File: src/cab_pkg.sv
`default_nettype none

package cab_pkg;

	// Bit positions in the held-key bitmap
	typedef enum logic [3:0] {
		key_right     = 4'd0,
		key_left      = 4'd1,
		key_fire      = 4'd4,
		key_start     = 4'd5,
		key_coin      = 4'd7,
		key_gear_up   = 4'd10,
		key_gear_down = 4'd11
	} key_t;

	localparam int KEY_W = 12;
	localparam logic [KEY_W-1:0] KEY_USED = 12'hcb3; // Bits named in key_t

	// Host joystick word
	localparam int JOY_W         = 8;
	localparam int JOY_RIGHT     = 0;
	localparam int JOY_LEFT      = 1;
	localparam int JOY_FIRE      = 4;
	localparam int JOY_GEAR_UP   = 5;
	localparam int JOY_GEAR_DOWN = 6;

	typedef enum logic [1:0] {gear_1, gear_2, gear_3} gear_t;

	// Quadrature states in forward order
	typedef enum logic [1:0] {
		ph_00 = 2'b00,
		ph_01 = 2'b01,
		ph_11 = 2'b11,
		ph_10 = 2'b10
	} steer_phase_t;

	localparam int STEER_DIV = 22500; // Clocks per steering step
	localparam int STEER_CW  = $clog2(STEER_DIV);

endpackage

`default_nettype wire

File: src/cfg_pkg.sv
`default_nettype none

package cfg_pkg;

	localparam int ADDR_W = 8;
	localparam int DATA_W = 32;
	localparam int STRB_W = DATA_W / 8;

	// Register word addresses
	typedef enum logic [ADDR_W-1:0] {
		reg_status = 8'h00,
		reg_joy0   = 8'h04,
		reg_joy1   = 8'h08,
		reg_keys   = 8'h0c  // Read only
	} cfg_addr_t;

	localparam int STAT_RESET = 0;
	localparam int STAT_TEST  = 1;
	localparam int STAT_W     = 2;

	typedef enum logic [1:0] {
		resp_okay   = 2'b00,
		resp_slverr = 2'b10
	} resp_t;

endpackage

`default_nettype wire

File: src/ps2_keyboard.sv
`timescale 1ns/1ps
`default_nettype none

module ps2_keyboard import cab_pkg::*; (
	input  logic             clk_24,
	input  logic             rst,
	input  logic             ps2_clk,
	input  logic             ps2_data,
	output logic [KEY_W-1:0] keys
);

	logic [2:0]  clk_sr;  // Two sync stages and one for the edge
	logic [1:0]  data_sr;
	logic        clk_fall;
	logic [10:0] frame;
	logic [10:0] frame_next;
	logic        frame_ok;
	logic [3:0]  bit_cnt;
	logic        rx_stb;
	logic [7:0]  rx_code;
	logic        brk;
	logic        ext;
	logic        hit;
	key_t        hit_key;

	always_ff @(posedge clk_24) begin
		if (rst) begin
			clk_sr  <= 3'b111;
			data_sr <= 2'b11;
		end else begin
			clk_sr  <= {clk_sr[1:0], ps2_clk};
			data_sr <= {data_sr[0], ps2_data};
		end
	end

	assign clk_fall   = clk_sr[2] & ~clk_sr[1];
	assign frame_next = {data_sr[1], frame[10:1]}; // LSB first
	// Start low, odd parity over data and parity, stop high
	assign frame_ok   = ~frame_next[0] & (^frame_next[9:1]) & frame_next[10];

	always_ff @(posedge clk_24) begin
		if (clk_fall) begin
			frame <= frame_next;
			if (bit_cnt == 4'd10)
				rx_code <= frame_next[8:1];
		end
	end

	always_ff @(posedge clk_24) begin
		if (rst) begin
			bit_cnt <= '0;
			rx_stb  <= 1'b0;
		end else begin
			rx_stb <= 1'b0;
			if (clk_fall) begin
				if (bit_cnt == 4'd10) begin
					bit_cnt <= '0;
					rx_stb  <= frame_ok;
				end else if (bit_cnt != 4'd0 || !data_sr[1]) begin
					bit_cnt <= bit_cnt + 4'd1; // A high bit cannot open a frame
				end
			end
		end
	end

	// Scancode to bitmap position with E0 in bit 8
	always_comb begin
		hit     = 1'b1;
		hit_key = key_fire;
		case ({ext, rx_code})
			9'h174:  hit_key = key_right;
			9'h16b:  hit_key = key_left;
			9'h029:  hit_key = key_fire;
			9'h016:  hit_key = key_start;
			9'h02e:  hit_key = key_coin;
			9'h015:  hit_key = key_gear_up;
			9'h01c:  hit_key = key_gear_down;
			default: hit = 1'b0;
		endcase
	end

	always_ff @(posedge clk_24) begin
		if (rst) begin
			keys <= '0;
			brk  <= 1'b0;
			ext  <= 1'b0;
		end else if (rx_stb) begin
			if (rx_code == 8'hf0) begin
				brk <= 1'b1;
			end else if (rx_code == 8'he0) begin
				ext <= 1'b1;
			end else begin
				if (hit)
					keys[hit_key] <= ~brk;
				brk <= 1'b0;
				ext <= 1'b0;
			end
		end
	end

	a_keys_known: assert property (@(posedge clk_24) disable iff (rst)
		(keys & ~KEY_USED) == '0);

endmodule

`default_nettype wire

File: src/steer_quad.sv
`timescale 1ns/1ps
`default_nettype none

module steer_quad import cab_pkg::*; (
	input  logic clk_24,
	input  logic rst,
	input  logic right,
	input  logic left,
	output logic steer_a,
	output logic steer_b
);

	logic [1:0]          dir;
	logic [1:0]          dir_q;
	logic                held;
	logic [STEER_CW-1:0] cnt;
	steer_phase_t        phase;

	function automatic steer_phase_t step_fwd(input steer_phase_t p);
		case (p)
			ph_00:   return ph_01;
			ph_01:   return ph_11;
			ph_11:   return ph_10;
			default: return ph_00;
		endcase
	endfunction

	function automatic steer_phase_t step_back(input steer_phase_t p);
		case (p)
			ph_00:   return ph_10;
			ph_10:   return ph_11;
			ph_11:   return ph_01;
			default: return ph_00;
		endcase
	endfunction

	assign dir  = {right, left};
	assign held = right ^ left;

	always_ff @(posedge clk_24) begin
		if (rst) begin
			dir_q <= 2'b00;
			cnt   <= '0;
			phase <= ph_00;
		end else begin
			dir_q <= dir;
			if (!held || dir != dir_q) begin
				cnt <= STEER_CW'(1); // First step a full period after the press
			end else if (cnt == STEER_CW'(STEER_DIV - 1)) begin
				cnt   <= '0;
				phase <= right ? step_fwd(phase) : step_back(phase);
			end else begin
				cnt <= cnt + 1'b1;
			end
		end
	end

	assign steer_a = phase[1];
	assign steer_b = phase[0];

	// Gray sequence at the pins
	a_one_bit_step: assert property (@(posedge clk_24) disable iff (rst)
		!($changed(steer_a) && $changed(steer_b)));

endmodule

`default_nettype wire

File: src/gear_shift.sv
`timescale 1ns/1ps
`default_nettype none

module gear_shift import cab_pkg::*; (
	input  logic clk_24,
	input  logic rst,
	input  logic gear_up,
	input  logic gear_down,
	output logic gear1_n,
	output logic gear2_n,
	output logic gear3_n
);

	logic  up_q;
	logic  down_q;
	logic  up_rise;
	logic  down_rise;
	gear_t gear;

	assign up_rise   = gear_up & ~up_q;
	assign down_rise = gear_down & ~down_q;

	always_ff @(posedge clk_24) begin
		if (rst) begin
			up_q   <= 1'b0;
			down_q <= 1'b0;
			gear   <= gear_1;
		end else begin
			up_q   <= gear_up;
			down_q <= gear_down;
			if (up_rise && !down_rise) begin
				case (gear)
					gear_1:  gear <= gear_2;
					default: gear <= gear_3; // Saturate
				endcase
			end else if (down_rise && !up_rise) begin
				case (gear)
					gear_3:  gear <= gear_2;
					default: gear <= gear_1;
				endcase
			end
		end
	end

	assign gear1_n = (gear != gear_1);
	assign gear2_n = (gear != gear_2);
	assign gear3_n = (gear != gear_3);

	a_one_gear: assert property (@(posedge clk_24) disable iff (rst)
		$onehot({~gear1_n, ~gear2_n, ~gear3_n}));

endmodule

`default_nettype wire

File: src/cfg_regs.sv
`timescale 1ns/1ps
`default_nettype none

module cfg_regs import cab_pkg::*, cfg_pkg::*; (
	input  logic              clk_24,
	input  logic              rst,
	input  logic [ADDR_W-1:0] s_awaddr,
	input  logic              s_awvalid,
	output logic              s_awready,
	input  logic [DATA_W-1:0] s_wdata,
	input  logic [STRB_W-1:0] s_wstrb,
	input  logic              s_wvalid,
	output logic              s_wready,
	output logic [1:0]        s_bresp,
	output logic              s_bvalid,
	input  logic              s_bready,
	input  logic [ADDR_W-1:0] s_araddr,
	input  logic              s_arvalid,
	output logic              s_arready,
	output logic [DATA_W-1:0] s_rdata,
	output logic [1:0]        s_rresp,
	output logic              s_rvalid,
	input  logic              s_rready,
	input  logic [KEY_W-1:0]  keys,
	output logic [JOY_W-1:0]  joy0,
	output logic [JOY_W-1:0]  joy1,
	output logic              test_mode,
	output logic              core_reset
);

	typedef enum logic {wr_idle, wr_resp} wr_state_t;
	typedef enum logic {rd_idle, rd_resp} rd_state_t;

	wr_state_t         wr_state;
	rd_state_t         rd_state;
	logic              wr_go;
	logic              rd_go;
	logic [STAT_W-1:0] status;
	logic [DATA_W-1:0] wmask;

	function automatic logic [DATA_W-1:0] merge(input logic [DATA_W-1:0] old_w,
		input logic [DATA_W-1:0] new_w, input logic [DATA_W-1:0] mask);
		return (old_w & ~mask) | (new_w & mask);
	endfunction

	always_comb begin
		for (int i = 0; i < STRB_W; i++)
			wmask[i*8 +: 8] = {8{s_wstrb[i]}};
	end

	assign wr_go = s_awready & s_awvalid & s_wready & s_wvalid;
	assign rd_go = s_arready & s_arvalid;

	// **************************************************
	// Write channel
	// **************************************************
	always_ff @(posedge clk_24) begin
		if (rst) begin
			wr_state  <= wr_idle;
			s_awready <= 1'b0;
			s_wready  <= 1'b0;
			s_bvalid  <= 1'b0;
			status    <= '0;
			joy0      <= '0;
			joy1      <= '0;
		end else begin
			case (wr_state)
				wr_idle: begin
					if (wr_go) begin
						s_awready <= 1'b0;
						s_wready  <= 1'b0;
						s_bvalid  <= 1'b1;
						s_bresp   <= resp_okay;
						wr_state  <= wr_resp;
						case (s_awaddr)
							reg_status: status <= STAT_W'(merge(DATA_W'(status), s_wdata, wmask));
							reg_joy0:   joy0 <= JOY_W'(merge(DATA_W'(joy0), s_wdata, wmask));
							reg_joy1:   joy1 <= JOY_W'(merge(DATA_W'(joy1), s_wdata, wmask));
							default:    s_bresp <= resp_slverr; // Keys or unmapped
						endcase
					end else begin
						// Address and data accepted together
						s_awready <= s_awvalid & s_wvalid;
						s_wready  <= s_awvalid & s_wvalid;
					end
				end
				default: begin
					if (s_bready) begin
						s_bvalid <= 1'b0;
						wr_state <= wr_idle;
					end
				end
			endcase
		end
	end

	// **************************************************
	// Read channel
	// **************************************************
	always_ff @(posedge clk_24) begin
		if (rst) begin
			rd_state  <= rd_idle;
			s_arready <= 1'b0;
			s_rvalid  <= 1'b0;
		end else begin
			case (rd_state)
				rd_idle: begin
					if (rd_go) begin
						s_arready <= 1'b0;
						s_rvalid  <= 1'b1;
						s_rresp   <= resp_okay;
						rd_state  <= rd_resp;
						case (s_araddr)
							reg_status: s_rdata <= DATA_W'(status);
							reg_joy0:   s_rdata <= DATA_W'(joy0);
							reg_joy1:   s_rdata <= DATA_W'(joy1);
							reg_keys:   s_rdata <= DATA_W'(keys);
							default: begin
								s_rdata <= '0;
								s_rresp <= resp_slverr;
							end
						endcase
					end else begin
						s_arready <= s_arvalid;
					end
				end
				default: begin
					if (s_rready) begin
						s_rvalid <= 1'b0;
						rd_state <= rd_idle;
					end
				end
			endcase
		end
	end

	assign test_mode  = status[STAT_TEST];
	assign core_reset = status[STAT_RESET];

	a_bvalid_hold: assert property (@(posedge clk_24) disable iff (rst)
		s_bvalid && !s_bready |=> s_bvalid);

	a_rdata_stable: assert property (@(posedge clk_24) disable iff (rst)
		s_rvalid && !s_rready |=> s_rvalid && $stable(s_rdata));

endmodule

`default_nettype wire

File: src/sd_dac.sv
`timescale 1ns/1ps
`default_nettype none

module sd_dac (
	input  logic       clk_24,
	input  logic       rst,
	input  logic [6:0] audio,
	output logic       audio_out
);

	logic [7:0] acc; // Bit 7 holds the carry

	always_ff @(posedge clk_24) begin
		if (rst) begin
			acc       <= '0;
			audio_out <= 1'b0;
		end else begin
			acc       <= {1'b0, acc[6:0]} + {1'b0, audio};
			audio_out <= acc[7];
		end
	end

endmodule

`default_nettype wire

File: src/cabinet_io.sv
`timescale 1ns/1ps
`default_nettype none

module cabinet_io import cab_pkg::*, cfg_pkg::*; (
	input  logic              clk_24,
	input  logic              rst,
	input  logic [ADDR_W-1:0] s_awaddr,
	input  logic              s_awvalid,
	output logic              s_awready,
	input  logic [DATA_W-1:0] s_wdata,
	input  logic [STRB_W-1:0] s_wstrb,
	input  logic              s_wvalid,
	output logic              s_wready,
	output logic [1:0]        s_bresp,
	output logic              s_bvalid,
	input  logic              s_bready,
	input  logic [ADDR_W-1:0] s_araddr,
	input  logic              s_arvalid,
	output logic              s_arready,
	output logic [DATA_W-1:0] s_rdata,
	output logic [1:0]        s_rresp,
	output logic              s_rvalid,
	input  logic              s_rready,
	input  logic              ps2_clk,
	input  logic              ps2_data,
	input  logic [6:0]        audio,
	output logic              audio_out,
	output logic              coin_n,
	output logic              start_n,
	output logic              gas_n,
	output logic              gear1_n,
	output logic              gear2_n,
	output logic              gear3_n,
	output logic              test_n,
	output logic              steer_a,
	output logic              steer_b,
	output logic              core_reset
);

	logic [KEY_W-1:0] keys;
	logic [JOY_W-1:0] joy0;
	logic [JOY_W-1:0] joy1;
	logic             test_mode;
	logic             m_right;
	logic             m_left;
	logic             m_gear_up;
	logic             m_gear_down;

	// **************************************************
	// Control merge of keyboard and both joysticks
	// **************************************************
	assign m_right     = keys[key_right] | joy0[JOY_RIGHT] | joy1[JOY_RIGHT];
	assign m_left      = keys[key_left] | joy0[JOY_LEFT] | joy1[JOY_LEFT];
	assign m_gear_up   = keys[key_gear_up] | joy0[JOY_GEAR_UP] | joy1[JOY_GEAR_UP];
	assign m_gear_down = keys[key_gear_down] | joy0[JOY_GEAR_DOWN] | joy1[JOY_GEAR_DOWN];

	assign gas_n   = ~(keys[key_fire] | joy0[JOY_FIRE] | joy1[JOY_FIRE]);
	assign start_n = ~keys[key_start];   // Keyboard only
	assign coin_n  = ~keys[key_coin];
	assign test_n  = ~test_mode;

	ps2_keyboard u_ps2_keyboard (
		.clk_24   (clk_24),
		.rst      (rst),
		.ps2_clk  (ps2_clk),
		.ps2_data (ps2_data),
		.keys     (keys)
	);

	steer_quad u_steer_quad (
		.clk_24  (clk_24),
		.rst     (rst),
		.right   (m_right),
		.left    (m_left),
		.steer_a (steer_a),
		.steer_b (steer_b)
	);

	gear_shift u_gear_shift (
		.clk_24    (clk_24),
		.rst       (rst),
		.gear_up   (m_gear_up),
		.gear_down (m_gear_down),
		.gear1_n   (gear1_n),
		.gear2_n   (gear2_n),
		.gear3_n   (gear3_n)
	);

	cfg_regs u_cfg_regs (
		.clk_24     (clk_24),
		.rst        (rst),
		.s_awaddr   (s_awaddr),
		.s_awvalid  (s_awvalid),
		.s_awready  (s_awready),
		.s_wdata    (s_wdata),
		.s_wstrb    (s_wstrb),
		.s_wvalid   (s_wvalid),
		.s_wready   (s_wready),
		.s_bresp    (s_bresp),
		.s_bvalid   (s_bvalid),
		.s_bready   (s_bready),
		.s_araddr   (s_araddr),
		.s_arvalid  (s_arvalid),
		.s_arready  (s_arready),
		.s_rdata    (s_rdata),
		.s_rresp    (s_rresp),
		.s_rvalid   (s_rvalid),
		.s_rready   (s_rready),
		.keys       (keys),
		.joy0       (joy0),
		.joy1       (joy1),
		.test_mode  (test_mode),
		.core_reset (core_reset)
	);

	sd_dac u_sd_dac (
		.clk_24    (clk_24),
		.rst       (rst),
		.audio     (audio),
		.audio_out (audio_out)
	);

endmodule

`default_nettype wire

File: config.mk
export PLATFORM = sky130hd
export DESIGN_NAME = cabinet_io
export DESIGN_NICKNAME = d
export VERILOG_FILES = /design/src/cab_pkg.sv /design/src/cfg_pkg.sv /design/src/ps2_keyboard.sv /design/src/steer_quad.sv /design/src/gear_shift.sv /design/src/cfg_regs.sv /design/src/sd_dac.sv /design/src/cabinet_io.sv
export SDC_FILE = /design/constraint.sdc
export NUM_CORES = 1
export LEC_CHECK = 0
export BUFFER_PORTS_ARGS = -buffer_cell sky130_fd_sc_hd__buf_2
export CORE_UTILIZATION = 58
export DETAILED_ROUTE_END_ITERATION = 12
export PLACE_DENSITY = 0.92
export RECOVER_POWER = 100
export SLEW_MARGIN = 20
export SYNTH_ARGS = -nofsm -noshare
export SYNTH_HDL_FRONTEND = slang
export SYNTH_SLANG_ARGS = --single-unit
File: constraint.sdc
create_clock -name clk_24 -period 4.9 [get_ports clk_24]
set_input_delay 0.49 -clock clk_24 [delete_from_list [all_inputs] [get_ports clk_24]]
set_output_delay 0.49 -clock clk_24 [all_outputs]
set_load 0.02 [all_outputs]
======== After elaboration in Yosys (flattened, before gate mapping) ========
Index checks and enable logic that the tools add are counted.
cells by class
  add/subtract/negate cells ............... 3
  $mul .................................... 0
  divide/modulo/power cells ............... 0
  order comparisons ....................... 2
  eq/ne operators ......................... 26
  shifts and indexed selects .............. 0
  mux-type cells .......................... 36
  bitwise operators ....................... 46
  reduce and logical (&&, ||, !) cells .... 38
operators by type and width
  kind                   number
  $pmux 12 s4            1
  $eq 9x5->1 const B     3
  $and 8x8->8            3
  $eq 8x4->1 const B     3
  $pmux 4 s6             1
  $mux 1                 22
  $eq 9x6->1 const B     2
  $eq 9x9->1 const B     2
  $not 1->1              17
  $eq 8x3->1 const B     2
  $eq 8x8->1 const B     2
  $logic_not 8->1        2
  $or 8x8->8             2
  $add 15x1->15 const B  1
  $eq 15x15->1 const B   1
  $reduce_and 3->1       5
  $reduce_and 2->1       7
  $bwmux 12              1
  $mux 2                 6
  $pmux 2 s3             2
  $and 1x1->1            10
  $or 1x1->1             10
  $reduce_bool 2->1      5
  $reduce_or 3->1        3
  25 further kinds       38
storage, ports and cells
  register bits after elaboration ......... 135
  bits in latches ......................... 0
  bits in writable memories ............... 0
  memory bits (read-only) ................. 0
  input bits .............................. 68
  output and inout bits ................... 52
  logic and storage cells ................. 181
  memories ................................ 0

======== Logic depth before layout (Yosys ltp) ========
  depth in word-level cells ............... 7
  depth in mapped cells ................... 9
  mapped depth without buffers ............ 9

======== Modules after synthesis ========
Synthesis repeated with hierarchy kept, for this count alone.
second synthesis, totals
  cell total of the unflattened synthesis .. 501
  area, all modules ....................... 5,162.5 um^2
by module, submodules not included
  module        instances  cells an instance  area an instance (um^2)  sequential area each (um^2)
  cfg_regs      1          177                1,860.5                  900.9
  ps2_keyboard  1          146                1,692.9                  1,021.0
  steer_quad    1          95                 868.3                    380.4
  sd_dac        1          55                 519.2                    180.2
  gear_shift    1          20                 180.2                    80.1
  cabinet_io    1          8                  41.3                     0.0

======== Worst setup path before layout ========
Ideal clock, no wire load.
  kind .................................... input to register
  start ................................... input rst
  end ..................................... register u_cfg_regs.s_rdata[0] (enable)
  library setup time ...................... 417 ps
  data arrival time ....................... 2,063 ps
  required time ........................... 4,483 ps
  setup slack ............................. 2,420 ps
  stages on the path ...................... 2
  buffers on the path ..................... 1
  path through ............................ clkbuf_1 nor4bb_1
on the way
  longest elaborated chain between the ends .. 2
RTL lines
  element                     RTL line         RTL
  start: declaration          cabinet_io.sv:6  input logic rst,
  $not 1->1 (no line)         -
  $reduce_and 3->1 (no line)  -
  end signal: assignment      cfg_regs.sv:114  reg_status: s_rdata <= DATA_W'(status);
  end signal: assignment      cfg_regs.sv:115  reg_joy0: s_rdata <= DATA_W'(joy0);
  end signal: assignment      cfg_regs.sv:116  reg_joy1: s_rdata <= DATA_W'(joy1);
  end: declaration            cfg_regs.sv:20   output logic [DATA_W-1:0] s_rdata,
Every way passes these cells.
A chain may end at the register's enable or synchronous reset.

==> impl_results.md <==
* Number of diodes at 0
* Dpl cells at 671
* Port Buffer Count at 70
* Vias per Instance at 5.560
* Critical path startpoint category: primary input
* Status: complete, but fails checks
* Async set or reset register ratio after synthesis at 0
* Initial drt markers at 230
* CP Max Fanout at 49
* LEAKAGE at 2.071 nW
* Most frequent cells in the layout: 80 x dfxtp_1, 60 x nor2_1, 43 x nand2_1
* Period utilization at 0.6899
* Crit path DAT at 3.62 ns
* Flops & latches, synth at 112
* Rel. slew slack at -0.3647
* DRC violations left at 0
* Min-Delay Path Class: in2reg
* Postcts setup bufs at 0
* NumNets Final at 655
* Switch share at 0.2560
* Crit Reg-Reg Endpoint: u_ps2_keyboard.rx_code[5]$_DFFE_PP_
* Vias post-DR at 3820
* Finished Layout Cells at 687
* Post-Synthesis Cells at 513
* Die area at 9249 µm²
* H-tree Lvls at 3
* Die Width at 96.17 µm
* Total Neg Setup Slack at 0 ns
* Fraction of layout cells with a size suffix above 1 at 0.1409
* Clock transition at path regs at 0.11 ns
* Top Ports at 120
* Worst Tran Pin Value at 2.047 ns
* Logic pwr share at 0.095
* CP endpoint kind: register
* RSZ-0062 raised after global routing: false
* Violated checks: capacitance limit, slew limit
* P_int at 0.001229 W
* Total Wirelength at 10170 µm
* First-pass GRT wire length at 15900 µm
* Hold wc startpoint: ps2_clk
* Maximum VDD drop at 220.8 µV
* Core area at 8382 µm²
* Clock share of power at 0.308
* Cts repair resizes at 0
* Netlist cell types at 60
* Vias in the first global route at 3560
* Commonest non-fill, non-tap cell in the layout: dfxtp_1
* Overflow after GRT at 0
* Register area share after synthesis at 0.4982
* Final hold vios at 0
* Gpl congestion at 0.7766
* Final worst path period need at 3.381 ns
* Initial antenna violation count at 0
* WL/cell at 14.80 µm
* CTS tree: yes
* Final Skew at 0.01424 ns
* Clock sinks at 112
* Power Dens Cells at 297.5 nW/µm²
* HPWL after DPL at 7327 µm
* Clk_lat worst skew at 0.38 ns
* Root Buffer: clkbuf_8
* Final Max Tran Viols at 50
* Worst Reg2Reg Path Length in Cells at 3
* Post-synth EDFFs at 32
* Flop pwr share at 0.597
* Yosys warns at 0
* Count of hold-fix buffers inserted at cts at 0
* Final ANT Viol Nets at 0
* Ys flop type: dfxtp_1
* Global Route Usage Sum at 0.2251
* Layout area overhead at 7.930%
* Syn Std Cell Area at 5144 µm²
* Setup CP Type: in2reg
* Worst reg2reg setup slack at 1.94 ns
* Syn_area_per_cell at 10.03 µm²
* Drt pass-1 iters at 4
* MaxCap Viol Count at 1
* Num CTS Buffers at 9
* Die Span Y at 96.17 µm
* Hold Path Cell Cnt at 2
* Fmax achieved at 295.8 MHz
* Reg-to-Reg Start: u_ps2_keyboard.clk_sr[2]$_SDFF_PP1_
* Fillers at 631
* Clk buf depth at 2
* Switching pwr at 0.0004228 W
* Starting Density at 0.6137
* CP required at 5.13 ns
* Row cnt at 33
* Hold endpoint: u_ps2_keyboard.clk_sr[0]$_SDFF_PP1_
* Largest net degree at the start of global routing at 50
* # setup viols final at 0
Yosys cell counts (all sizes together) (3+ instances only):
library cell | n | area share
a21oi | 29 | 0.028
nor3b | 9 | 0.013
o21ai | 11 | 0.011
xnor2 | 15 | 0.026
mux2 | 6 | 0.013
a21boi | 3 | 0.0044
nand2 | 43 | 0.031
mux2i | 16 | 0.031
edfxtp | 32 | 0.19
clkbuf | 10 | 0.0073
nor2b | 16 | 0.019
ha | 9 | 0.022
nor3 | 17 | 0.019
nand3 | 11 | 0.011
nand2b | 3 | 0.0036
or3 | 3 | 0.0036
nand4 | 4 | 0.0049
a22oi | 6 | 0.0088
or2 | 8 | 0.0097
buf | 31 | 0.048
nor4b | 3 | 0.011
dfxtp | 80 | 0.31
and3b | 3 | 0.0051
and3 | 7 | 0.0085
and2 | 9 | 0.011
xor2 | 11 | 0.019
inv | 20 | 0.015
nor2 | 70 | 0.065
critical path, stage by stage:
cell,delay [ns]
clkbuf_1,0.61
clkbuf_1,1.54
inv_1,0.47
o311ai_0,0.33
o41ai_1,0.17
per-layer routing:
layer,global-route usage,wire (µm)
met2,0.4048,5331
met5,0,0
met3,0.05292,630
met4,0.07711,139
met1,0.2607,4065
area by class of cell:
cell class | count | area (µm²) | area share
clock buffers | 10 | 127.6 | 0.02299
clock inverters | 6 | 51.30 | 0.009240
inverters | 20 | 75.07 | 0.01352
multi-input cells | 361 | 2282 | 0.4111
flip-flops and latches | 112 | 2562 | 0.4616
well taps | 105 | 131.4 | 0.02366
repair buffers | 73 | 321.6 | 0.05792
through the flow:
step	hold WS [ns]	setup slack, ns	power (W)	instance area (µm²)	util
finish	0.2876	1.519	0.001652	5552	0.6623
global route	0.2818	1.217	0.001721	5552	0.6623
CTS	0.2851	2.053	0.001657	5629	0.6716
detailed placement	0.4011	2.129	0.001163	5450	0.6502
global placement	0.3906	2.296	0.001152	5450	0.6502
floorplan	0.3895	2.420	0.001129	5223	-
power by group through the flow:
stage          registers (W)  clock network [W]  logic (W)
2_1_floorplan        0.00101                  0   0.000121
5_1_grt             0.000989           0.000556   0.000176
3_5_place_dp         0.00101                  0   0.000156
3_3_place_gp         0.00100                  0   0.000147
4_1_cts             0.000986           0.000514   0.000158
6_report            0.000986           0.000509   0.000156
how the worst max path moves through the flow:
stage / from / endpoint / slack [ns] / cells past startpoint
6_report: rst / u_ps2_keyboard.keys[4]$_SDFFE_PP0P_ / 1.52 / 5
5_1_grt: rst / u_ps2_keyboard.keys[4]$_SDFFE_PP0P_ / 1.22 / 5
4_1_cts: u_ps2_keyboard.clk_sr[2]$_SDFF_PP1_ / u_ps2_keyboard.rx_code[0]$_DFFE_PP_ / 2.05 / 3
3_5_place_dp: u_ps2_keyboard.clk_sr[2]$_SDFF_PP1_ / u_ps2_keyboard.rx_code[6]$_DFFE_PP_ / 2.13 / 3
3_3_place_gp: u_ps2_keyboard.clk_sr[2]$_SDFF_PP1_ / u_ps2_keyboard.rx_code[6]$_DFFE_PP_ / 2.30 / 3
2_1_floorplan: rst / u_cfg_regs.s_rdata[0]$_SDFFCE_PP0P_ / 2.42 / 2
cell families after synthesis:
| kind of cell | count (synthesis) | synth area share |
|---|---|---|
| other cells | 1 | 0.0007290 |
| flops | 112 | 0.4982 |
| fa+ha+maj | 10 | 0.02579 |
| compound gates | 64 | 0.07662 |
| simple gates | 215 | 0.2318 |
| xor+xnor | 26 | 0.04427 |
| buf+inv | 61 | 0.06957 |
| mux | 24 | 0.05303 |
No activity file was read; power rests on OpenSTA's default activity.
